--- config.mk ---
export PLATFORM = sky130hd
export DESIGN_NAME = div_unit
export DESIGN_NICKNAME = d
export VERILOG_FILES = /design/src/tomasulo_pkg.sv /design/src/div_unit.sv
export SDC_FILE = /design/constraint.sdc
export NUM_CORES = 2
export LEC_CHECK = 0
export ABC_AREA = 1
export BUFFER_PORTS_ARGS = -buffer_cell sky130_fd_sc_hd__buf_2
export CORE_UTILIZATION = 66
export CTS_CLUSTER_SIZE = 30
export DETAILED_ROUTE_END_ITERATION = 7
export PLACE_DENSITY = 0.85
export SLEW_MARGIN = 20
export SYNTH_ARGS = -nofsm -noshare
export SYNTH_HDL_FRONTEND = slang
export SYNTH_SLANG_ARGS = --single-unit
--- constraint.sdc ---
create_clock -name clk -period 92.7 [get_ports clk]
set_clock_uncertainty 0.2 [all_clocks]
set_input_delay 13.905 -clock clk [delete_from_list [all_inputs] [get_ports clk]]
set_output_delay 13.905 -clock clk [all_outputs]
set_load 0.05 [all_outputs]
--- src/tomasulo_pkg.sv ---
package tomasulo_pkg;

   localparam int DATA_W      = 32;
   localparam int TAG_W       = 6;

   // Execution latencies in cycles from start to result_valid
   localparam int MULT_LAT    = 3;
   localparam int DIV_LAT     = 6;

   // Word index is taken from address bits 9:2
   localparam int CACHE_AW    = 8;
   localparam int CACHE_DEPTH = 256;

   // One bit per future CDB cycle, far enough ahead to cover a division
   localparam int RSV_W       = DIV_LAT + 1;

   localparam int DIV_CNT_W   = $clog2(DIV_LAT + 1);

   // Integer opcodes follow the MIPS function field encoding
   typedef enum logic [5:0] {
      ALU_BEQ = 6'h04,
      ALU_BNE = 6'h05,
      ALU_ADD = 6'h20,
      ALU_SUB = 6'h22,
      ALU_AND = 6'h24,
      ALU_OR  = 6'h25,
      ALU_XOR = 6'h26,
      ALU_SLT = 6'h2a
   } alu_op_e;

   typedef enum logic {
      LS_LOAD  = 1'b0,
      LS_STORE = 1'b1
   } ls_op_e;

endpackage

--- src/div_unit.sv ---
`timescale 1ns/1ps

module div_unit (
   input  logic                              clk,
   input  logic                              rst_n,
   input  logic                              start,
   input  logic [tomasulo_pkg::DATA_W-1:0]   rs,
   input  logic [tomasulo_pkg::DATA_W-1:0]   rt,
   input  logic [tomasulo_pkg::TAG_W-1:0]    tag_in,
   output logic                              busy,
   output logic                              result_valid,
   output logic [tomasulo_pkg::DATA_W-1:0]   result,
   output logic [tomasulo_pkg::TAG_W-1:0]    tag_out
);
   import tomasulo_pkg::*;

   logic                 active_q;
   logic [DIV_CNT_W-1:0] cnt_q;
   logic [DATA_W-1:0]    rs_q;
   logic [DATA_W-1:0]    rt_q;
   logic [TAG_W-1:0]     tag_q;
   logic                 last;

   // Counter runs 1..DIV_LAT, the final count is the result cycle
   assign last = active_q && (cnt_q == DIV_CNT_W'(DIV_LAT));

   always_ff @(posedge clk) begin
      if (!rst_n) begin
         active_q <= 1'b0;
         cnt_q    <= '0;
      end else if (start) begin
         active_q <= 1'b1;
         cnt_q    <= DIV_CNT_W'(1);
      end else if (last) begin
         active_q <= 1'b0;
      end else if (active_q) begin
         cnt_q <= cnt_q + 1'b1;
      end
   end

   always_ff @(posedge clk) begin
      if (start) begin
         rs_q  <= rs;
         rt_q  <= rt;
         tag_q <= tag_in;
      end
   end

   // Busy drops in the result cycle so the next division can start then
   assign busy         = active_q && !last;
   assign result_valid = last;
   assign tag_out      = tag_q;

   // Divide by zero returns all ones
   always_comb begin
      if (rt_q == '0) begin
         result = '1;
      end else begin
         result = rs_q / rt_q;
      end
   end

endmodule

==> results.py <==
metrics = {
    "clock_tree": {
        "cts_tree": "built",
        "postCtsHoldBufs": 0,
        "clockBufferDepth": 2,
        "clock_latency_ns": 0.40,
        "clk_pin_slew_ns": 0.08,
        "clock-root-buffer": "clkbuf_16",
        "cts_sinks": 74,
        "cts_buffers": 9,
        "cts_max_level": 3,
    },
    "synthesis": {
        "synth.net_count": 5940,
        "yosys_register_bits": 74,
        "synth.distinct_cells": 92,
        "synth_flop_cell": "edfxtp_1",
        "synthArstFlopShare": 0,
        "seq_area_frac_synth": 0.0657,
        "synthCells": 5336,
        "avgSynthCellArea_sq_um": 6.23,
        "netlist_area_sq_um": 33200,
        "synth_edf_count": 70,
        "yosys_warnings": 0,
    },
    "routing": {
        "routed_wl_mm": 108,
        "vias": 36380,
        "wl_per_cell_um": 17.9,
        "ant_nets": 0,
        "first_pass_iters": 8,
        "drt_iter0_drc": 3482,
        "viasPerCell": 5.99,
        "drc_errors": 0,
    },
    "grt": {
        "globalRoute.totalOverflow": 0,
        "grt_max_degree": 73,
        "grt_pass1_vias": 32858,
        "grt_pass1_wl_mm": 169,
        "grt_util_all_layers": 0.416,
        "antenna_found_initial": 2,
    },
    "sta": {
        "finalCritPeriodShare": 0.924,
        "tns_ns": 0,
        "rsz0062_at_grt": "false",
        "relSlewSlack": 0.229,
        "hold_viol": 0,
        "tightest_slew_ns": 1.16,
        "setup_ws_ns": 7.08,
        "setup-violations-final": 0,
        "timing_max_transition_violations_final": 0,
        "post-route-min-period_ns": 85.62,
        "fmax_mhz": 11.7,
    },
    "setup_path": {
        "critical_path_class": "reg -> out",
        "slowest_delay_ns": 0.64,
        "r2r-start": "cnt_q[0]",
        "worst-endpoint-arrival_ns": 71.51,
        "end_kind": "primary output",
        "r2r_end": "cnt_q[2]",
        "slowest_stage": "nand3_1",
        "crit_top_cell": "nand2_1",
        "cp-endpoint": "result[0]",
        "reg2reg_depth": 7,
        "cp_data_required_time_ns": 78.60,
        "crit_start": "rt_q[0]",
        "ff2ff_setup_slack_ns": 91.27,
        "cp_max_fo": 28,
        "start_kind": "flip-flop",
    },
    "power": {
        "finalPower_mw": 0.429,
        "powerDensity_nw_per_um2": 12.5,
        "total_leakage_power_nw": 18.8,
        "irDropWorstVdd_v": 0.00000998,
    },
    "finish": {
        "fin_cells": 6073,
        "finalInstanceArea_sq_um": 34400,
        "drive_gt1_frac": 0.105,
        "fin_nets": 6008,
        "diodes": 0,
        "syn_to_final_growth_pct": 3.61,
    },
    "die": {
        "rows": 81,
        "die_area_sq_um": 51200,
        "core_sq_um": 49300,
        "die_w_um": 226,
        "start_util": 0.675,
        "io_pins": 113,
        "die_y_um": 226,
    },
    "placement": {
        "placed_area_sq_um": 34000,
        "place_hpwl_mm": 84.2,
        "placement.io_buffers": 112,
        "pre_cts_slack_ns": 6.90,
        "gp_congestion": 1.03,
        "dp.cells": 6047,
    },
    "hold_path": {
        "min_path_type": "reg -> reg",
    },
    "outcome": {
        "status": "completed",
    },
    "flow_run": {
        "cap_violations": 0,
    },
}
worst min-delay path by stage:
stage,start,end,slack [ns],depth (start not counted)
2_1_floorplan,cnt_q[0],cnt_q[0],0.26,2
3_3_place_gp,cnt_q[0],cnt_q[0],0.27,2
3_5_place_dp,cnt_q[0],cnt_q[0],0.29,2
4_1_cts,cnt_q[0],cnt_q[0],0.30,2
5_1_grt,cnt_q[0],cnt_q[0],0.31,2
6_report,cnt_q[0],cnt_q[0],0.30,2
Yosys cell counts (20+ instances only):
cell type     n  area share
inv_2        74      0.0084
nand4_1      58       0.011
nor2_1      277       0.031
xnor2_1     121       0.032
o21ai_0     194       0.029
nand2_2      74       0.014
o21bai_1     45       0.010
ha_1        531        0.20
nor4_1       26      0.0049
nand3_1     273       0.041
o21ai_2      61       0.016
edfxtp_1     70       0.063
nand3_2      66       0.020
a21oi_1     490       0.074
or2_2        43      0.0081
buf_6        20      0.0068
nor3_1       71       0.011
nand2_1    1385        0.16
clkbuf_8     27       0.011
xor2_1      243       0.064
inv_1       720       0.081
and2_1       30      0.0056
clkbuf_1     35      0.0040
o21ai_1      80       0.012
cells by family after synthesis:
group	after synthesis	synth area share
fa+ha+maj	531	0.200
compound gates	1070	0.192
flops	74	0.0657
simple gates	2383	0.325
xor+xnor	364	0.0960
buf+inv	901	0.117
mux	13	0.00429
state kept, by name (all words and copies together), names as in the netlist:
register  flops
active_q      1
rs_q         32
tag_out       6
cnt_q         3
rt_q         32
placed cells by master, fill, tap and decap left out, types with 75 or more instances in the layout:
master      n
xor2_1    243
nand2_2    75
ha_1      531
nor2_1    277
o21ai_0   194
o21ai_1    80
inv_2      76
nand3_1   273
inv_1     715
xnor2_1   121
buf_2     111
nand2_1  1384
a21oi_1   489
routing by layer:
layer	up-vias	wire (um)	track usage
met3	370	11400	0.0696
met4	2	5820	0.204
met2	1894	45100	0.646
li1	17916	-	-
met5	-	15	0
met1	16198	46100	0.555
final cells by class:
cell class	instances	area, sq um
repair inverters	2	10.0
multi-input cells	4362	27200
inverters	805	3050
well taps	664	831
clock buffers	9	225
flip-flops and latches	74	2180
fillers	4643	14800
repair buffers	150	848
clock inverters	7	83.8
report_power, final:
part | leakage, nW | switching [mW] | internal [mW]
combinational | 17.9 | 0.215 | 0.127
clock | 0.149 | 0.0226 | 0.0215
sequential | 0.718 | 0.00350 | 0.0396
worst max-delay path: cells and delay by family (launching register included):
family                     cells  cell delay [ns]
xor gates and xnor gates       4             0.66
DFF                            1             0.61
buffers and inverters         71             8.73
and+or+nand+nor              223            27.30
AOI/OAI and AO/OA            125            22.98
adders and majority gates     32            10.63
per-stage QoR:
step,hold WS [ns],util
final,0.296,0.699
after global routing,0.311,0.699
after CTS,0.299,0.697
after detailed placement,0.288,0.691
after global placement,0.273,0.691
after floorplan,0.258,-
timing repair:
item                       4_1_cts  5_1_grt
setup endpoints to repair        0        2
resized for setup                0        6
setup buffers                    0        7
Power figures use the tool's default switching activity.
