### config.mk
export PLATFORM = sky130hd
export DESIGN_NAME = mult_pipe
export DESIGN_NICKNAME = d
export VERILOG_FILES = /design/src/tomasulo_pkg.sv /design/src/mult_pipe.sv
export SDC_FILE = /design/constraint.sdc
export NUM_CORES = 1
export LEC_CHECK = 0
export BUFFER_PORTS_ARGS = -buffer_cell sky130_fd_sc_hd__buf_4
export CORE_ASPECT_RATIO = 1.1
export CORE_MARGIN = 2
export CORE_UTILIZATION = 35
export CTS_CLUSTER_SIZE = 8
export DETAILED_ROUTE_END_ITERATION = 16
export GPL_TIMING_DRIVEN = 0
export SLEW_MARGIN = 20
export SYNTH_ARGS = -nofsm -noshare
export SYNTH_HDL_FRONTEND = slang
export SYNTH_SLANG_ARGS = --single-unit
### constraint.sdc
create_clock -name clk -period 13.13 [get_ports clk]
set_input_delay 1.9695 -clock clk [delete_from_list [all_inputs] [get_ports clk]]
set_output_delay 1.9695 -clock clk [all_outputs]
set_load 0.005 [all_outputs]
### src/tomasulo_pkg.sv
package tomasulo_pkg;

   localparam int DATA_W      = 32;
   localparam int TAG_W       = 6;

   // Execution latencies in cycles from start to result_valid
   localparam int MULT_LAT    = 3;
   localparam int DIV_LAT     = 6;

   // Word index is taken from address bits 9:2
   localparam int CACHE_AW    = 8;
   localparam int CACHE_DEPTH = 256;

   // One bit per future CDB cycle, far enough ahead to cover a division
   localparam int RSV_W       = DIV_LAT + 1;

   localparam int DIV_CNT_W   = $clog2(DIV_LAT + 1);

   // Integer opcodes follow the MIPS function field encoding
   typedef enum logic [5:0] {
      ALU_BEQ = 6'h04,
      ALU_BNE = 6'h05,
      ALU_ADD = 6'h20,
      ALU_SUB = 6'h22,
      ALU_AND = 6'h24,
      ALU_OR  = 6'h25,
      ALU_XOR = 6'h26,
      ALU_SLT = 6'h2a
   } alu_op_e;

   typedef enum logic {
      LS_LOAD  = 1'b0,
      LS_STORE = 1'b1
   } ls_op_e;

endpackage

### src/mult_pipe.sv
`timescale 1ns/1ps

module mult_pipe (
   input  logic                              clk,
   input  logic                              rst_n,
   input  logic                              start,
   input  logic [tomasulo_pkg::DATA_W-1:0]   rs,
   input  logic [tomasulo_pkg::DATA_W-1:0]   rt,
   input  logic [tomasulo_pkg::TAG_W-1:0]    tag_in,
   output logic                              result_valid,
   output logic [tomasulo_pkg::DATA_W-1:0]   result,
   output logic [tomasulo_pkg::TAG_W-1:0]    tag_out
);
   import tomasulo_pkg::*;

   logic [MULT_LAT-1:0] vld_q;
   logic [DATA_W-1:0]   prod_q [MULT_LAT];
   logic [TAG_W-1:0]    tag_q  [MULT_LAT];

   always_ff @(posedge clk) begin
      if (!rst_n) begin
         vld_q <= '0;
      end else begin
         vld_q <= {vld_q[MULT_LAT-2:0], start};
      end
   end

   // Only the low word of the product is kept
   always_ff @(posedge clk) begin
      prod_q[0] <= rs * rt;
      tag_q[0]  <= tag_in;
      for (int i = 1; i < MULT_LAT; i++) begin
         prod_q[i] <= prod_q[i-1];
         tag_q[i]  <= tag_q[i-1];
      end
   end

   assign result_valid = vld_q[MULT_LAT-1];
   assign result       = prod_q[MULT_LAT-1];
   assign tag_out      = tag_q[MULT_LAT-1];

endmodule

==> results.py, run 1 <==
metrics = {
    "cts": {
        "numCtsBuffers": 17,
        "cts_num_sinks": 117,
        "cts_root_buffer": "clkbuf_16",
        "tritoncts": "yes",
        "cts_resized": 0,
        "cts_setup_buffers": 0,
        "clk_path_buf_depth": 2,
        "cts_hold_buf": 0,
        "clkTransAtPathRegs_ns": 0.07,
        "clock_latency_ns": 0.44,
        "htreeDepth": 4,
    },
    "cells_and_area": {
        "drive_gt1_share_pct": 9.85,
        "syn_to_final_growth_pct": 12.3,
        "fill_cells": 5301,
        "nNetsFinal": 2592,
    },
    "setup_path": {
        "cp-end-kind": "flop",
        "critPathRequiredTime_ns": 13.45,
        "reg2reg_depth": 1,
        "cp-startpoint": "rs[3]",
        "ff2ff_setup_slack_ns": 12.58,
        "r2r-start": "vld_q[0]",
        "crit_top_cell": "fa_1",
        "path_max_fanout": 11,
        "endpoint": "prod_q[0][31]",
        "slowest_delay_ns": 0.79,
        "crit_path_top_delay_cell": "clkbuf_1",
        "path_class": "input pin to flop",
        "crit_chain": "buf_4, clkbuf_1, clkbuf_1, and2_1, fa_1, inv_1, fa_1, fa_1, inv_1, ha_1, fa_1, fa_1, fa_1, fa_1, ha_1, a21o_1, a21oi_1, o211a_1, o221ai_2, a31oi_4, o21ai_1, a21oi_2, xnor2_1",
        "timing.rr.end": "vld_q[1]",
        "worstPathArrival_ns": 9.67,
        "crit_path_start_kind": "input pin",
    },
    "yosys": {
        "synth_warnings": 0,
        "synth_common_cells": "408 x fa_1, 370 x and2_1, 363 x inv_1",
        "synth_cell_types": 46,
        "avgSynthCellArea_um2": 9.90,
        "synth_flop_cell": "dfxtp_1",
        "syn_inst": 1860,
        "synthesis.area_mm2": 0.0184,
        "synth.most_common_cell": "fa_1",
        "synth_top_area_cell": "fa_1",
        "async_reset_ff_share_pct": 0,
        "synth_edf_count": 0,
        "syn_nets": 2464,
        "seq_area_frac_synth_pct": 12.7,
        "ys_seq_elements": 117,
        "synth_area_leaders": "fa_1 44%, dfxtp_1 13%, and2_1 13%, ha_1 8.4%, inv_1 7.4%",
        "synth_top_cell_area_share_pct": 44.3,
    },
    "detailed_routing": {
        "vias": 12800,
        "postRouteAntennaNets": 0,
        "dr.pass1.iters": 5,
        "finalWirelength_um": 56600,
        "viasPerCell": 4.78,
        "drt-initial-drc-count": 633,
        "route.detailed.drc": 0,
        "post_drt_wl_per_cell_um": 21.2,
    },
    "timing": {
        "fin_crit_sh_pct": 71.2,
        "hold_violations": 0,
        "rsz0062_at_grt": "no",
        "final.setup.worst_slack_ns": 3.78,
        "clock_skew_ns": 0.00660,
        "setup-violations-final": 0,
        "max_slew_margin_pct": 24.2,
        "worst_slew_pin_slew_ns": 1.14,
        "min_period_ns": 9.35,
        "final.setup.tns_ns": 0,
        "fmax_mhz": 107,
        "maxSlewViolCount": 0,
    },
    "die": {
        "rows": 88,
        "die_h_um": 245,
        "dieArea_mm2": 0.0545,
        "core_mm2": 0.0522,
        "dieWidth_um": 223,
        "pin_count": 112,
        "initial_core_util_pct": 35.3,
    },
    "global_route": {
        "use_met3_pct": 2.76,
        "busiest_layer": "met2",
        "grt_max_degree": 17,
        "grt_pass1_vias": 14400,
        "grt_pass1_wl_um": 87700,
        "track_usage_pct": 22.0,
        "use_met2_pct": 38.3,
        "met1_usage_pct": 26.4,
        "antenna_found_initial": 0,
        "gr-total-overflow": 0,
    },
    "placement": {
        "hpwl_um": 47400,
        "place_ws_ns": 3.41,
        "io_buffers": 109,
        "globalplace.congestion": 0.927,
    },
    "hold_path": {
        "hold_path_class": "flop to flop",
    },
    "flow_run": {
        "drv_cap": 0,
    },
    "status": {
        "outcome": "complete, no violations",
    },
}
how the worst min path moves through the flow:
stage	cells past startpoint	to	startpoint
after global placement	0	prod_q[0][69]	prod_q[0][37]
after global routing	0	prod_q[0][92]	prod_q[0][60]
after floorplan	0	prod_q[0][32]	prod_q[0][0]
after CTS	0	prod_q[0][92]	prod_q[0][60]
after detailed placement	0	prod_q[0][44]	prod_q[0][12]
final	0	prod_q[0][92]	prod_q[0][60]
sequential cells by signal (all words and copies together), names as in the netlist:
signal	count
tag_q	18
prod_q	96
vld_q	3
routing by layer:
layer  up-vias  wire, um
met1      6636     22700
met2       412     28000
met4         0      3400
met3       116      2540
met5         -         0
li1       5645         -
stage by stage:
| stage | util (%) | cells | cell area [um^2] | hold WS, ns |
|---|---|---|---|---|
| 6_report | 39.6 | 2677 | 20700 | 0.320 |
| 4_1_cts | 39.6 | 2676 | 20700 | 0.319 |
| 2_1_floorplan | - | 1860 | 18400 | 0.310 |
| 5_1_grt | 39.6 | 2676 | 20700 | 0.318 |
| 3_5_place_dp | 38.5 | 2644 | 20100 | 0.312 |
| 3_3_place_gp | 38.5 | 2644 | 20100 | 0.312 |
cells in the final DEF (no fill, tap or decap), drive strengths merged, types with 2 or more instances in the layout:
| cell type | Yosys | final |
|---|---|---|
| fa | 408 | 408 |
| and2 | 371 | 371 |
| inv | 363 | 370 |
| nand2 | 170 | 170 |
| buf | 41 | 150 |
| ha | 123 | 123 |
| dfxtp | 117 | 117 |
| clkbuf | 78 | 95 |
| xnor2 | 68 | 68 |
| a21oi | 29 | 29 |
| xor2 | 17 | 17 |
| o21ai | 15 | 15 |
| a21o | 10 | 10 |
| nor2 | 9 | 9 |
| o21bai | 6 | 6 |
| nand3 | 5 | 5 |
| and3 | 5 | 5 |
| a31oi | 4 | 4 |
| a211oi | 4 | 4 |
| clkinvlp | 0 | 3 |
| clkinv | 0 | 3 |
| nor2b | 2 | 2 |
| bufinv | 0 | 2 |
| o221ai | 2 | 2 |
worst max-delay path, delay by kind of cell:
family	cells	cell delay [ns]
buffers and inverters	5	1.75
adder cells (fa/ha/maj)	9	3.72
XOR/XNOR	1	0.08
AND/OR/NAND/NOR	1	0.26
AO/OA/AOI/OAI	7	1.86
kinds of logic after synthesis:
logic type	share of synthesized area (%)
AND/OR/NAND/NOR	16.8
adder cells (fa/ha/maj)	52.7
buffers and inverters	10.7
flip-flops	12.7
XOR/XNOR	4.04
AO/OA/AOI/OAI	3.06
cell type report:
cell class,count,area [um^2],area share [%]
multi-input cells,1261,14100,68.3
flip-flops and latches,117,2340,11.3
inverters,363,1360,6.59
well taps,675,845,4.08
repair buffers,109,818,3.96
plain buffers,119,599,2.90
clock buffers,17,425,2.06
clock inverters,15,169,0.817
diodes,1,2.50,0.0121
Power of run 1 is left out: the tool's default activity adds up to more than one toggle a clock period on the data nets, which glitch-free logic cannot reach.
==> inputs of run 2 (changes only) <==
- clock period: 13.13 -> 8.3 ns (I/O delays scaled with it)
==> results.py, run 2 (synthesized netlist as in run 1, its figures left out) <==
metrics = {
    "cells_and_area": {
        "syn_to_final_growth_pct": 12.3,
        "largest_register_ffs": 96,
        "nNetsFinal": 2587,
        "reg_top3": "prod_q: 96 flops, tag_q: 18 flops, vld_q: 3 flops",
        "drive_gt1_share_pct": 10.6,
        "diodes": 0,
        "fin_area_mm2": 0.0207,
        "final_util_pct": 39.6,
        "layout_common_cells": "408 x fa_1, 370 x and2_1, 363 x inv_1, 170 x nand2_1, 147 x buf_4",
        "regMostFlops": "prod_q",
        "final_common_cell": "fa_1",
    },
    "setup_path": {
        "path_max_fanout": 10,
        "path_class": "input pin to flop",
        "critPathRequiredTime_ns": 8.62,
        "cp-startpoint": "rt[7]",
        "timing.rr.end": "vld_q[1]",
        "reg2reg_depth": 1,
        "cp-end-kind": "flop",
        "r2r-start": "vld_q[0]",
        "worstPathArrival_ns": 8.46,
        "ff2ff_setup_slack_ns": 7.75,
        "crit_path_start_kind": "input pin",
    },
    "placement": {
        "io_buffers": 109,
        "hpwl_um": 47400,
        "globalplace.congestion": 0.927,
        "dpl-instance-area_mm2": 0.0201,
    },
    "die": {
        "dieWidth_um": 223,
        "dieArea_mm2": 0.0545,
        "die_h_um": 245,
        "core_mm2": 0.0522,
        "rows": 88,
        "initial_core_util_pct": 35.3,
        "pin_count": 112,
    },
    "hold_path": {
        "hold_path_class": "flop to flop",
        "hold_end": "prod_q[0][92]",
        "min_path_cells": 0,
        "min_from": "prod_q[0][60]",
    },
    "global_route": {
        "met1_usage_pct": 26.4,
        "antenna_found_initial": 0,
        "busiest_layer": "met2",
        "grt_pass1_vias": 14400,
        "grt_max_degree": 17,
        "use_met2_pct": 38.0,
        "use_met3_pct": 2.80,
        "grt_pass1_wl_um": 87700,
        "gr-total-overflow": 0,
        "track_usage_pct": 22.0,
    },
    "cts": {
        "cts_num_sinks": 117,
        "clkTransAtPathRegs_ns": 0.07,
        "cts_setup_buffers": 0,
        "clk_path_buf_depth": 2,
        "cts_root_buffer": "clkbuf_16",
        "numCtsBuffers": 17,
        "htreeDepth": 4,
        "clock_latency_ns": 0.44,
        "tritoncts": "yes",
    },
    "status": {
        "outcome": "complete, no violations",
    },
    "timing": {
        "final.setup.tns_ns": 0,
        "hold_violations": 0,
        "maxSlewViolCount": 0,
        "worst_slew_pin_slew_ns": 1.16,
        "min_period_ns": 8.15,
        "max_slew_margin_pct": 22.9,
        "fin_crit_sh_pct": 98.2,
        "setup-violations-final": 0,
        "rsz0062_at_grt": "no",
        "clock_skew_ns": 0.00717,
        "fmax_mhz": 123,
    },
    "detailed_routing": {
        "post_drt_wl_per_cell_um": 21.1,
        "viasPerCell": 4.76,
        "dr.pass1.iters": 5,
        "drt-initial-drc-count": 599,
        "route.detailed.drc": 0,
        "postRouteAntennaNets": 0,
        "finalWirelength_um": 56400,
        "vias": 12700,
    },
    "flow_run": {
        "drv_cap": 0,
    },
}
run 2: cell count changes in the layout (fill, tap and decap cells not counted), sizes merged:
cell / change
clkbuf: -6
buf: +1
diode: -1
run 2: how the worst max path moves through the flow:
| stage | end | slack (ns) | cells past startpoint |
|---|---|---|---|
| 6_report | prod_q[0][31] | 0.15 | 22 |
| 5_1_grt | prod_q[0][31] | 0.001 | 22 |
| 4_1_cts | prod_q[0][31] | 0.002 | 23 |
| 3_5_place_dp | prod_q[0][31] | -0.70 | 23 |
| 3_3_place_gp | prod_q[0][31] | -0.68 | 23 |
| 2_1_floorplan | prod_q[0][26] | 0.92 | 23 |
run 2: layer usage:
metal	up-vias	part of all wire [%]
met1	6608	40
met5	-	0
met2	362	49
met3	115	4.4
li1	5634	-
met4	0	6.3
run 2: worst max-delay path, stage by stage:
cell and delay [ns]:
buf_4 0.15, clkbuf_1 0.43, and2_1 0.23, fa_1 0.47
fa_1 0.50, fa_1 0.51, inv_1 0.05, fa_1 0.51
inv_1 0.07, fa_1 0.49, fa_1 0.58, fa_1 0.46
fa_1 0.44, ha_1 0.38, a21o_1 0.18, a21oi_1 0.43
o211a_1 0.37, o221ai_2 0.26, a31oi_4 0.29, o21ai_1 0.15
a21oi_2 0.17, xnor2_1 0.08
run 2: metrics by stage:
stage               instances  hold WS [ns]  worst slack, ns
global placement         2644         0.312           -0.682
finish                   2671         0.320            0.152
global route             2671         0.318          0.00142
CTS                      2674         0.319          0.00225
detailed placement       2644         0.312           -0.696
floorplan                1860         0.310            0.920
run 2: timing repair:
item / 4_1_cts / 5_1_grt
endpoints found under the hold margin: 0 / 0
pin swaps: 0 / 0
hold buffers: 0 / 0
resized for setup: 4 / 24
setup endpoints to repair: 3 / 2
run 2: final cells by class:
type | count | area, um^2
clock inverters | 15 | 169
repair buffers | 109 | 818
inverters | 363 | 1360
plain buffers | 114 | 599
fillers | 5299 | 31500
clock buffers | 17 | 425
multi-input cells | 1261 | 14100
well taps | 675 | 845
flip-flops and latches | 117 | 2340
Power of run 2 is left out for the same reason.
