$ cat src/tomasulo_pkg.sv
package tomasulo_pkg;

   localparam int DATA_W      = 32;
   localparam int TAG_W       = 6;

   // Execution latencies in cycles from start to result_valid
   localparam int MULT_LAT    = 3;
   localparam int DIV_LAT     = 6;

   // Word index is taken from address bits 9:2
   localparam int CACHE_AW    = 8;
   localparam int CACHE_DEPTH = 256;

   // One bit per future CDB cycle, far enough ahead to cover a division
   localparam int RSV_W       = DIV_LAT + 1;

   localparam int DIV_CNT_W   = $clog2(DIV_LAT + 1);

   // Integer opcodes follow the MIPS function field encoding
   typedef enum logic [5:0] {
      ALU_BEQ = 6'h04,
      ALU_BNE = 6'h05,
      ALU_ADD = 6'h20,
      ALU_SUB = 6'h22,
      ALU_AND = 6'h24,
      ALU_OR  = 6'h25,
      ALU_XOR = 6'h26,
      ALU_SLT = 6'h2a
   } alu_op_e;

   typedef enum logic {
      LS_LOAD  = 1'b0,
      LS_STORE = 1'b1
   } ls_op_e;

endpackage

$ cat src/int_alu.sv
`timescale 1ns/1ps

module int_alu (
   input  tomasulo_pkg::alu_op_e             op,
   input  logic [tomasulo_pkg::DATA_W-1:0]   rs,
   input  logic [tomasulo_pkg::DATA_W-1:0]   rt,
   output logic [tomasulo_pkg::DATA_W-1:0]   result,
   output logic                              carry,
   output logic                              overflow,
   output logic                              branch,
   output logic                              branch_taken
);
   import tomasulo_pkg::*;

   logic [DATA_W:0] sum;
   logic [DATA_W:0] diff;
   logic            signed_lt;
   logic            equal;

   // Extra top bit holds the carry out of the add and the borrow of the subtract
   assign sum       = {1'b0, rs} + {1'b0, rt};
   assign diff      = {1'b0, rs} - {1'b0, rt};
   assign signed_lt = $signed(rs) < $signed(rt);
   assign equal     = (rs == rt);

   always_comb begin
      result       = '0;
      carry        = 1'b0;
      overflow     = 1'b0;
      branch       = 1'b0;
      branch_taken = 1'b0;
      case (op)
         ALU_ADD: begin
            result   = sum[DATA_W-1:0];
            carry    = sum[DATA_W];
            overflow = (rs[DATA_W-1] == rt[DATA_W-1]) &&
                       (sum[DATA_W-1] != rs[DATA_W-1]);
         end
         ALU_SUB: begin
            result   = diff[DATA_W-1:0];
            // Carry reports a borrow, set when rs is below rt unsigned
            carry    = diff[DATA_W];
            overflow = (rs[DATA_W-1] != rt[DATA_W-1]) &&
                       (diff[DATA_W-1] != rs[DATA_W-1]);
         end
         ALU_AND: result = rs & rt;
         ALU_OR:  result = rs | rt;
         ALU_XOR: result = rs ^ rt;
         ALU_SLT: result = {{(DATA_W-1){1'b0}}, signed_lt};
         ALU_BEQ: begin
            branch       = 1'b1;
            branch_taken = equal;
         end
         ALU_BNE: begin
            branch       = 1'b1;
            branch_taken = ~equal;
         end
         default: result = '0;
      endcase
   end

endmodule

$ cat config.mk
export PLATFORM = sky130hd
export DESIGN_NAME = int_alu
export DESIGN_NICKNAME = d
export VERILOG_FILES = /design/src/tomasulo_pkg.sv /design/src/int_alu.sv
export SDC_FILE = /design/constraint.sdc
export NUM_CORES = 1
export LEC_CHECK = 0
export ABC_CLOCK_PERIOD_IN_PS = 7900
export BUFFER_PORTS_ARGS = -buffer_cell sky130_fd_sc_hd__buf_2
export CORE_MARGIN = 2
export CORE_UTILIZATION = 55
export DETAILED_ROUTE_END_ITERATION = 7
export GPL_TIMING_DRIVEN = 0
export PLACE_DENSITY_LB_ADDON = 0.2
export SYNTH_ARGS = -nofsm -noshare
export SYNTH_HDL_FRONTEND = slang
export SYNTH_SLANG_ARGS = --single-unit
$ cat constraint.sdc
create_clock -name vclk -period 7.9
set_input_delay 0.79 -clock vclk [all_inputs]
set_output_delay 0.79 -clock vclk [all_outputs]
set_load 0.005 [all_outputs]
==> flow_summary.yaml, run 1 <==
drt:
  drtPass1Iterations: 7
  wl_per_cell_um: 19.2
  drt_iter0_drc: 611
  drt-total-wl_um: 18500
  drcViolationCount: 0
  dr_total_vias: 6353
  antenna_left: 0
  viasPerCell: 6.57
timing:
  worst_pin_slew_ps: 893
  finalSetupViolations: 0
  relSlewSlack_pct: 40.1
  grt_setup_unrepaired: "no"
  period_share_pct: 61.8
  tns_ps: 0
  finalHoldViolCount: 0
  min_period_ps: 4890
  fmaxAchievable_ghz: 0.205
  drv_slew: 0
logic_synthesis:
  syn_nets: 927
  yosysTopAreaCellShare_pct: 25.3
  ys_seq_area_share_pct: 0
  synth_most_common_cell: "ha_1"
  yosys.area_share.simple_pct: 21.1
  synth.largest_area_cell: "ha_1"
  netlist_instances: 754
  yosysWarningCount: 0
  synth_area_leaders: "ha_1 (25%), a21oi_1 (8.1%), inv_1 (7.1%)"
  synth_compound_area_share_pct: 39.0
  synthXorXnorAreaFrac_pct: 1.75
  syn_area_sq_um: 5000
  synth_cell_type_count: 78
  synth_common_cells: "ha_1 (101), inv_1 (95), a21oi_1 (81)"
  syn_area_per_cell_sq_um: 6.63
  synth_top_family_by_area: "compound AO/OA/AOI/OAI gates"
  synthMuxAreaShare_pct: 1.05
  synthAdderAreaFrac_pct: 26.1
setup_path:
  critical-path-top-delay-family: "compound AO/OA/AOI/OAI gates"
  crit_buf_inv: 3
  cpMostUsedCell: "buf_2"
  cp-end-kind: "output pin"
  cp_max_fo: 4
  cpPeakStageDelay_ps: 510
  critPathLaunchType: "input pin"
  crit_path_cell_trace: "buf_2 > ha_1 > inv_1 > fa_1 > nand2b_2 > a2111oi_4 > or3_1 > a211o_2 > a41oi_4 > o41ai_4 > nand4_1 > a32o_1 > a2111oi_2 > buf_2"
  worstPathRequired_ps: 7110
  critPathArrivalTime_ps: 4100
  worst_path_max_delay_cell: "o41ai_4"
  worstSetupPathType: "input pin to output pin"
pwr:
  power_density_nw_per_um2: 60.7
  peakVddDrop_mv: 0.0426
  leakage_nw: 2.87
placement:
  dp.cells: 967
  globalplace.congestion: 0.981
  portBuffers: 105
  dp_hpwl_um: 14400
grt:
  first_global_vias: 6016
  overflow: 0
  grt_pass1_wl_um: 29700
  grt_max_degree: 11
  antenna_found_initial: 0
  track_usage_pct: 36.5
die:
  start_util_pct: 57.0
  die_x_um: 99.3
  dieArea_sq_um: 9860
  core_sq_um: 8760
  die_y_um: 99.3
  rows: 34
  ioPinCount: 106
cts:
  hold_buffers: 0
  ctsResizeCount: 0
  post_cts_buffers: 0
cells_and_area:
  final.fill_count: 835
  seq_cell_count: 0
  area_growth_pct: 13.2
  drive_above_1_share_pct: 17.5
  final_nets: 1034
  n_antenna_cell: 0
  clkbuf_count: 0
  layoutNonFillerInstCount: 967
  seq_area_sq_um: 0
worst_hold_path:
  min_path_type: "input pin to output pin"
outcome:
  outcome: "completed"
job:
  drv_cap: 0
-- power breakdown --
group	total, mW	internal, mW	leakage (nW)	switching [mW]
clock network	0	0	0	0
logic	0.343	0.128	2.87	0.216
registers	0	0	0	0
-- per-stage QoR --
step	utilization [%]	area (sq um)	total power, mW	hold WS, ps	worst slack (ps)
global placement	64.5	5660	0.322	1870	3040
detailed placement	64.5	5660	0.331	1870	3040
CTS	64.5	5660	0.333	1870	3020
floorplan	-	5000	0.232	1620	3720
finish	64.5	5660	0.343	1890	3010
global route	64.5	5660	0.374	1880	2790
-- worst paths after layout --
| path | start | end | depth (start not counted) |
|---|---|---|---|
| setup / recovery | rt[0] | carry | 14 |
| hold / removal | op[5] | branch | 3 |
-- routing by layer --
metal  track usage (%)  up-vias  wire length, um
li1                  -     2922                -
met1              47.2     2922             7260
met2              61.1      422             8430
met3              4.29       87             1990
met4              16.0        0              864
met5                 0        -                0
-- cell families after synthesis --
group           Yosys count
compound gates          279
xor+xnor                 10
fa+ha+maj               103
buf+inv                 137
mux                       5
simple gates            220
-- cell type report --
class	count	area (sq um)	area share, %
multi-input cells	617	4450	78.6
repair buffers	105	526	9.29
inverters	98	368	6.50
plain buffers	39	181	3.21
well taps	108	135	2.39
-- layout by cell type (no fill, tap or decap), types with 15 or more instances in the layout --
cell type	count
o21ai_0	52
o211ai_1	23
nor3_1	25
nor2_1	71
buf_2	112
inv_1	95
nand3_1	15
nand2_1	49
clkbuf_1	24
a21oi_1	81
ha_1	101
a31oi_1	15
No activity file was read; power rests on OpenSTA's default activity.
==> run 2, diff against run 1 <==
--- a/config.mk
+++ b/config.mk
@@ -5,10 +5,10 @@
 export SDC_FILE = /design/constraint.sdc
 export NUM_CORES = 1
 export LEC_CHECK = 0
-export ABC_CLOCK_PERIOD_IN_PS = 7900
+export ABC_CLOCK_PERIOD_IN_PS = 4220
 export BUFFER_PORTS_ARGS = -buffer_cell sky130_fd_sc_hd__buf_2
 export CORE_MARGIN = 2
-export CORE_UTILIZATION = 55
+export CORE_UTILIZATION = 53
 export DETAILED_ROUTE_END_ITERATION = 7
 export GPL_TIMING_DRIVEN = 0
 export PLACE_DENSITY_LB_ADDON = 0.2
==> constraint.sdc (replaced) <==
create_clock -name vclk -period 4.22
set_input_delay 0.422 -clock vclk [all_inputs]
set_output_delay 0.422 -clock vclk [all_outputs]
set_load 0.005 [all_outputs]
==> run 2 against run 1 <==
  * Die area grew 3.6%
  * Critical path type unchanged
  * Largest cell class unchanged
  * Critical endpoint unchanged
  * First-iteration DRC count shrank 6.1%
  * The run now ends with design-rule violations left
  * Sequential cell count is the same
  * Highest routed layer unchanged
  * Setup slack lost 2800 ps
==> flow_summary.yaml, run 2 (synthesis gave the netlist of run 1 again) <==
outcome:
  outcome: "finished with violations"
  violations: "design-rule violations"
pwr:
  pwr-share-clk_pct: 0
  p_sw_uw: 401
  peakVddDrop_mv: 0.0699
  leakage_nw: 2.88
  power_density_nw_per_um2: 113
  p_sw_share_pct: 62.8
  p_comb_share_pct: 100.0
  intPower_uw: 238
  total_power_uw: 639
  seq_power_share_pct: 0
worst_hold_path:
  hold-path-endpoint: "branch"
  min_path_type: "input pin to output pin"
  whs_path_depth: 3
  min-delay-start: "op[5]"
cells_and_area:
  drive_above_1_share_pct: 17.6
  final_cell_mix: "buf_2 (112), ha_1 (100), inv_1 (95), a21oi_1 (81), nor2_1 (71)"
  final_nets: 1034
  seq_area_sq_um: 0
  final.fill_count: 904
  area_growth_pct: 13.3
  seq_cell_count: 0
  fin_util_pct: 61.6
  clkbuf_count: 0
  n_antenna_cell: 0
  final_common_cell: "buf_2"
  layoutNonFillerInstCount: 970
drt:
  drtPass1Iterations: 8
  drcViolationCount: 6
  wl_per_cell_um: 19.1
  drt-total-wl_um: 18500
  dr_total_vias: 6344
  viasPerCell: 6.54
  drt_iter0_drc: 574
  antenna_left: 0
die:
  start_util_pct: 54.3
  die_y_um: 101
  ioPinCount: 106
  rows: 35
  core_sq_um: 9200
  dieArea_sq_um: 10200
  die_x_um: 101
grt:
  grt_pass1_wl_um: 28400
  track_usage_pct: 34.7
  grt_max_degree: 11
  first_global_vias: 5720
  overflow: 0
  antenna_found_initial: 0
placement:
  portBuffers: 105
  dp_hpwl_um: 14300
  dp.cells: 970
  globalplace.congestion: 0.987
setup_path:
  cpPeakStageDelay_ps: 410
  cp_max_fo: 4
  worst_path_max_delay_cell: "o41ai_4"
  worstSetupPathType: "input pin to output pin"
  worstPathRequired_ps: 3800
  cp-end-kind: "output pin"
  cpMostUsedCell: "buf_2"
  critPathLaunchType: "input pin"
  crit_path_cell_trace: "buf_2 > ha_2 > inv_1 > fa_1 > nand2b_2 > a2111oi_4 > or3_1 > a211o_2 > a41oi_4 > o41ai_4 > nand4_1 > a32o_1 > a2111oi_2 > buf_2"
  critPathArrivalTime_ps: 3590
timing:
  tns_ps: 0
  drv_slew: 0
  whs_ps: 1120
  fmaxAchievable_ghz: 0.249
  finalSetupViolations: 0
  grt_setup_unrepaired: "no"
  min_period_ps: 4010
  relSlewSlack_pct: 32.3
  finalHoldViolCount: 0
  period_share_pct: 95.0
  worst_pin_slew_ps: 1010
cts:
  hold_buffers: 0
job:
  drv_cap: 0
==> run 2: changes by cell type in the layout (fill, tap and decap cells not counted) <==
cell	delta
ha_2	+1
ha_1	-1
==> run 2: layout make-up <==
type,count,area (sq um),area share (%)
multi-input cells,617,4450,78.6
repair buffers,105,526,9.28
inverters,98,368,6.50
plain buffers,39,181,3.20
well taps,111,139,2.45
==> run 2: worst max-delay path by stage <==
stage                start    endpoint  cells past startpoint
finish               rt[0]       carry                     14
global route        rs[15]  result[22]                     14
CTS                  rt[0]       carry                     14
detailed placement   rt[0]       carry                     14
global placement     rt[0]       carry                     14
floorplan            rs[0]       carry                     12
==> run 2: what timing repair did <==
| item | in CTS | in global routing |
|---|---|---|
| setup buffers | 0 | 0 |
| setup endpoints to repair | 0 | 2 |
| gates resized for setup | 0 | 1 |
==> run 2: through the flow <==
stage | setup WS, ps | cell area, sq um
final | 211 | 5660
after global routing | 27.7 | 5660
after CTS | 56.9 | 5660
after detailed placement | 81.3 | 5660
after global placement | 96.3 | 5660
after floorplan | 778 | 5000
==> run 2: routing by layer <==
layer  track usage (%)  share of wire [%]  up-vias
met5                 0                  0        -
met3              2.84                 10       78
met4              13.6                4.5        0
met2              58.0                 45      397
met1              46.1                 40     2936
li1                  -                  -     2933
==> run 2: power by group through the flow <==
stage	Combinational [mW]	Sequential (mW)	Clock, mW
floorplan	0.435	0	0
global placement	0.602	0	0
detailed placement	0.616	0	0
CTS	0.620	0	0
global route	0.698	0	0
finish	0.639	0	0
==> run 2: critical path: cells and delay by family <==
family | cells | cell delay (ps)
buffers and inverters | 3 | 330
adder cells (fa/ha/maj) | 2 | 580
AO/OA/AOI/OAI | 6 | 1640
AND/OR/NAND/NOR | 3 | 600
==> run 3, diff against run 2 <==
--- a/config.mk
+++ b/config.mk
@@ -5,10 +5,10 @@
 export SDC_FILE = /design/constraint.sdc
 export NUM_CORES = 1
 export LEC_CHECK = 0
-export ABC_CLOCK_PERIOD_IN_PS = 4220
+export ABC_CLOCK_PERIOD_IN_PS = 3300
 export BUFFER_PORTS_ARGS = -buffer_cell sky130_fd_sc_hd__buf_2
 export CORE_MARGIN = 2
-export CORE_UTILIZATION = 53
+export CORE_UTILIZATION = 52
 export DETAILED_ROUTE_END_ITERATION = 7
 export GPL_TIMING_DRIVEN = 0
 export PLACE_DENSITY_LB_ADDON = 0.2
==> constraint.sdc (replaced) <==
create_clock -name vclk -period 3.3
set_input_delay 0.33 -clock vclk [all_inputs]
set_output_delay 0.33 -clock vclk [all_outputs]
set_load 0.005 [all_outputs]
==> run 3 against run 2 <==
  * The flow finishes with violations (negative setup slack)
  * Non-clock buffer count grew 20
  * Global-route usage rose by 2.4 points
  * Combinational power increased by 60%
  * Setup slack lost 320 ps
  * Power is 59% higher
  * Die area rose by 1.8%
  * Final area is 14% higher
  * Count of clock-buffer cells in the layout did not move
  * Sequential cell count unchanged
  * Sequential share of layout area did not move
  * Utilization up 8.0 points
  * Critical path type unchanged
  * Largest power group unchanged
==> flow_summary.yaml, run 3 (synthesis gave the netlist of run 1 again) <==
pwr:
  total_power_mw: 1.02
  leakage_nw: 3.08
  peakVddDrop_mv: 0.102
  power_density_nw_per_um2: 158
grt:
  grt_pass1_wl_um: 30600
  first_global_vias: 6094
  antenna_found_initial: 0
  grt_max_degree: 11
  overflow: 0
  track_usage_pct: 37.1
cells_and_area:
  fin_util_pct: 69.6
  layoutNonFillerInstCount: 1008
  clkbuf_count: 0
  area_growth_pct: 29.3
  seq_cell_count: 0
  n_antenna_cell: 0
  drive_above_1_share_pct: 27.6
  final_nets: 1054
  seq_area_sq_um: 0
  final_common_cell: "buf_2"
  final_cell_mix: "buf_2 (104), inv_1 (84), ha_1 (84), a21oi_1 (77), nor2_1 (70)"
drt:
  drt-total-wl_um: 20700
  wl_per_cell_um: 20.5
  viasPerCell: 6.58
  antenna_left: 0
  dr_total_vias: 6632
  drcViolationCount: 0
  drt_iter0_drc: 550
  drtPass1Iterations: 6
die:
  core_sq_um: 9280
  ioPinCount: 106
  die_x_um: 102
  start_util_pct: 53.8
  rows: 35
  die_y_um: 102
  dieArea_sq_um: 10400
setup_path:
  worst_path_max_delay_cell: "o41ai_4"
  critPathArrivalTime_ps: 3080
  crit_buf_inv: 3
  critPathLaunchType: "input pin"
  crit_path_cell_trace: "buf_8 > ha_4 > inv_2 > fa_2 > nand2b_4 > a2111oi_4 > or3_4 > a211o_4 > a41oi_4 > o41ai_4 > nand4_1 > a32o_1 > a2111oi_2 > buf_2"
  cp_max_fo: 3
  cp-end-kind: "output pin"
  worstSetupPathType: "input pin to output pin"
  cpPeakStageDelay_ps: 360
  critical-path-top-delay-family: "compound AO/OA/AOI/OAI gates"
  worstPathRequired_ps: 2970
timing:
  finalSetupViolations: 8
  fmaxAchievable_ghz: 0.293
  period_share_pct: 103
  drv_slew: 0
  min_period_ps: 3410
  setup_slack_ps: -107
  tns_ps: -364
  finalHoldViolCount: 0
  relSlewSlack_pct: 35.8
  grt_setup_unrepaired: "yes"
  worst_pin_slew_ps: 963
placement:
  globalplace.congestion: 1.02
  dp.cells: 988
  dp_hpwl_um: 14400
  portBuffers: 105
worst_hold_path:
  min-delay-start: "op[5]"
  min_path_type: "input pin to output pin"
  hold-path-endpoint: "branch"
  whs_path_depth: 3
job:
  drv_cap: 0
outcome:
  outcome: "finished with violations"
  violations: "negative setup slack"
run 3: timing repair:
action / 4_1_cts / 5_1_grt
pin swaps: 41 / 35
hold buffers: 0 / 0
setup endpoints to repair: 24 / 20
gates cloned: 0 / 0
resized for setup: 82 / 54
setup buffers: 14 / 16
run 3: where the power goes:
part           switching, mW  internal, mW  total, mW
sequential                 0             0          0
clock                      0             0          0
combinational          0.606         0.412       1.02
run 3: cell type report:
| cell class | count | area, sq um |
|---|---|---|
| Multi-Input combinational cell | 617 | 4970 |
| Fill cell | 812 | 2830 |
| Timing Repair Buffer | 133 | 790 |
| Inverter | 98 | 383 |
| Tap cell | 129 | 161 |
| Buffer | 31 | 159 |
run 3: tightest hold or removal path, delay by kind of cell:
kind / cells / cell delay (ps)
buf+inv: 2 / 260
simple gates: 1 / 90
run 3: per-layer routing:
metal	global-route usage [%]	vias to the layer above	wire length, um
li1	-	2971	-
met1	47.2	3075	7950
met2	64.1	477	9700
met3	3.69	109	2050
met4	15.3	0	1010
met5	0	-	0
run 3: worst max-delay path by stage:
stage / start / end / slack, ps / depth (start not counted)
after floorplan: rs[0] / carry / 40 / 12
after global placement: rt[0] / carry / -640 / 14
after detailed placement: rt[0] / carry / -630 / 14
after CTS: rt[0] / result[28] / -70 / 14
after global routing: rt[0] / carry / -220 / 14
final: rt[0] / carry / -110 / 14
run 3: stage by stage:
stage	area (sq um)	worst slack (ps)	hold slack [ps]
after floorplan	5000	42.3	699
after global placement	5680	-641	980
after detailed placement	5680	-630	984
after CTS	6170	-67.0	986
after global routing	6460	-220	1010
final	6460	-107	1010
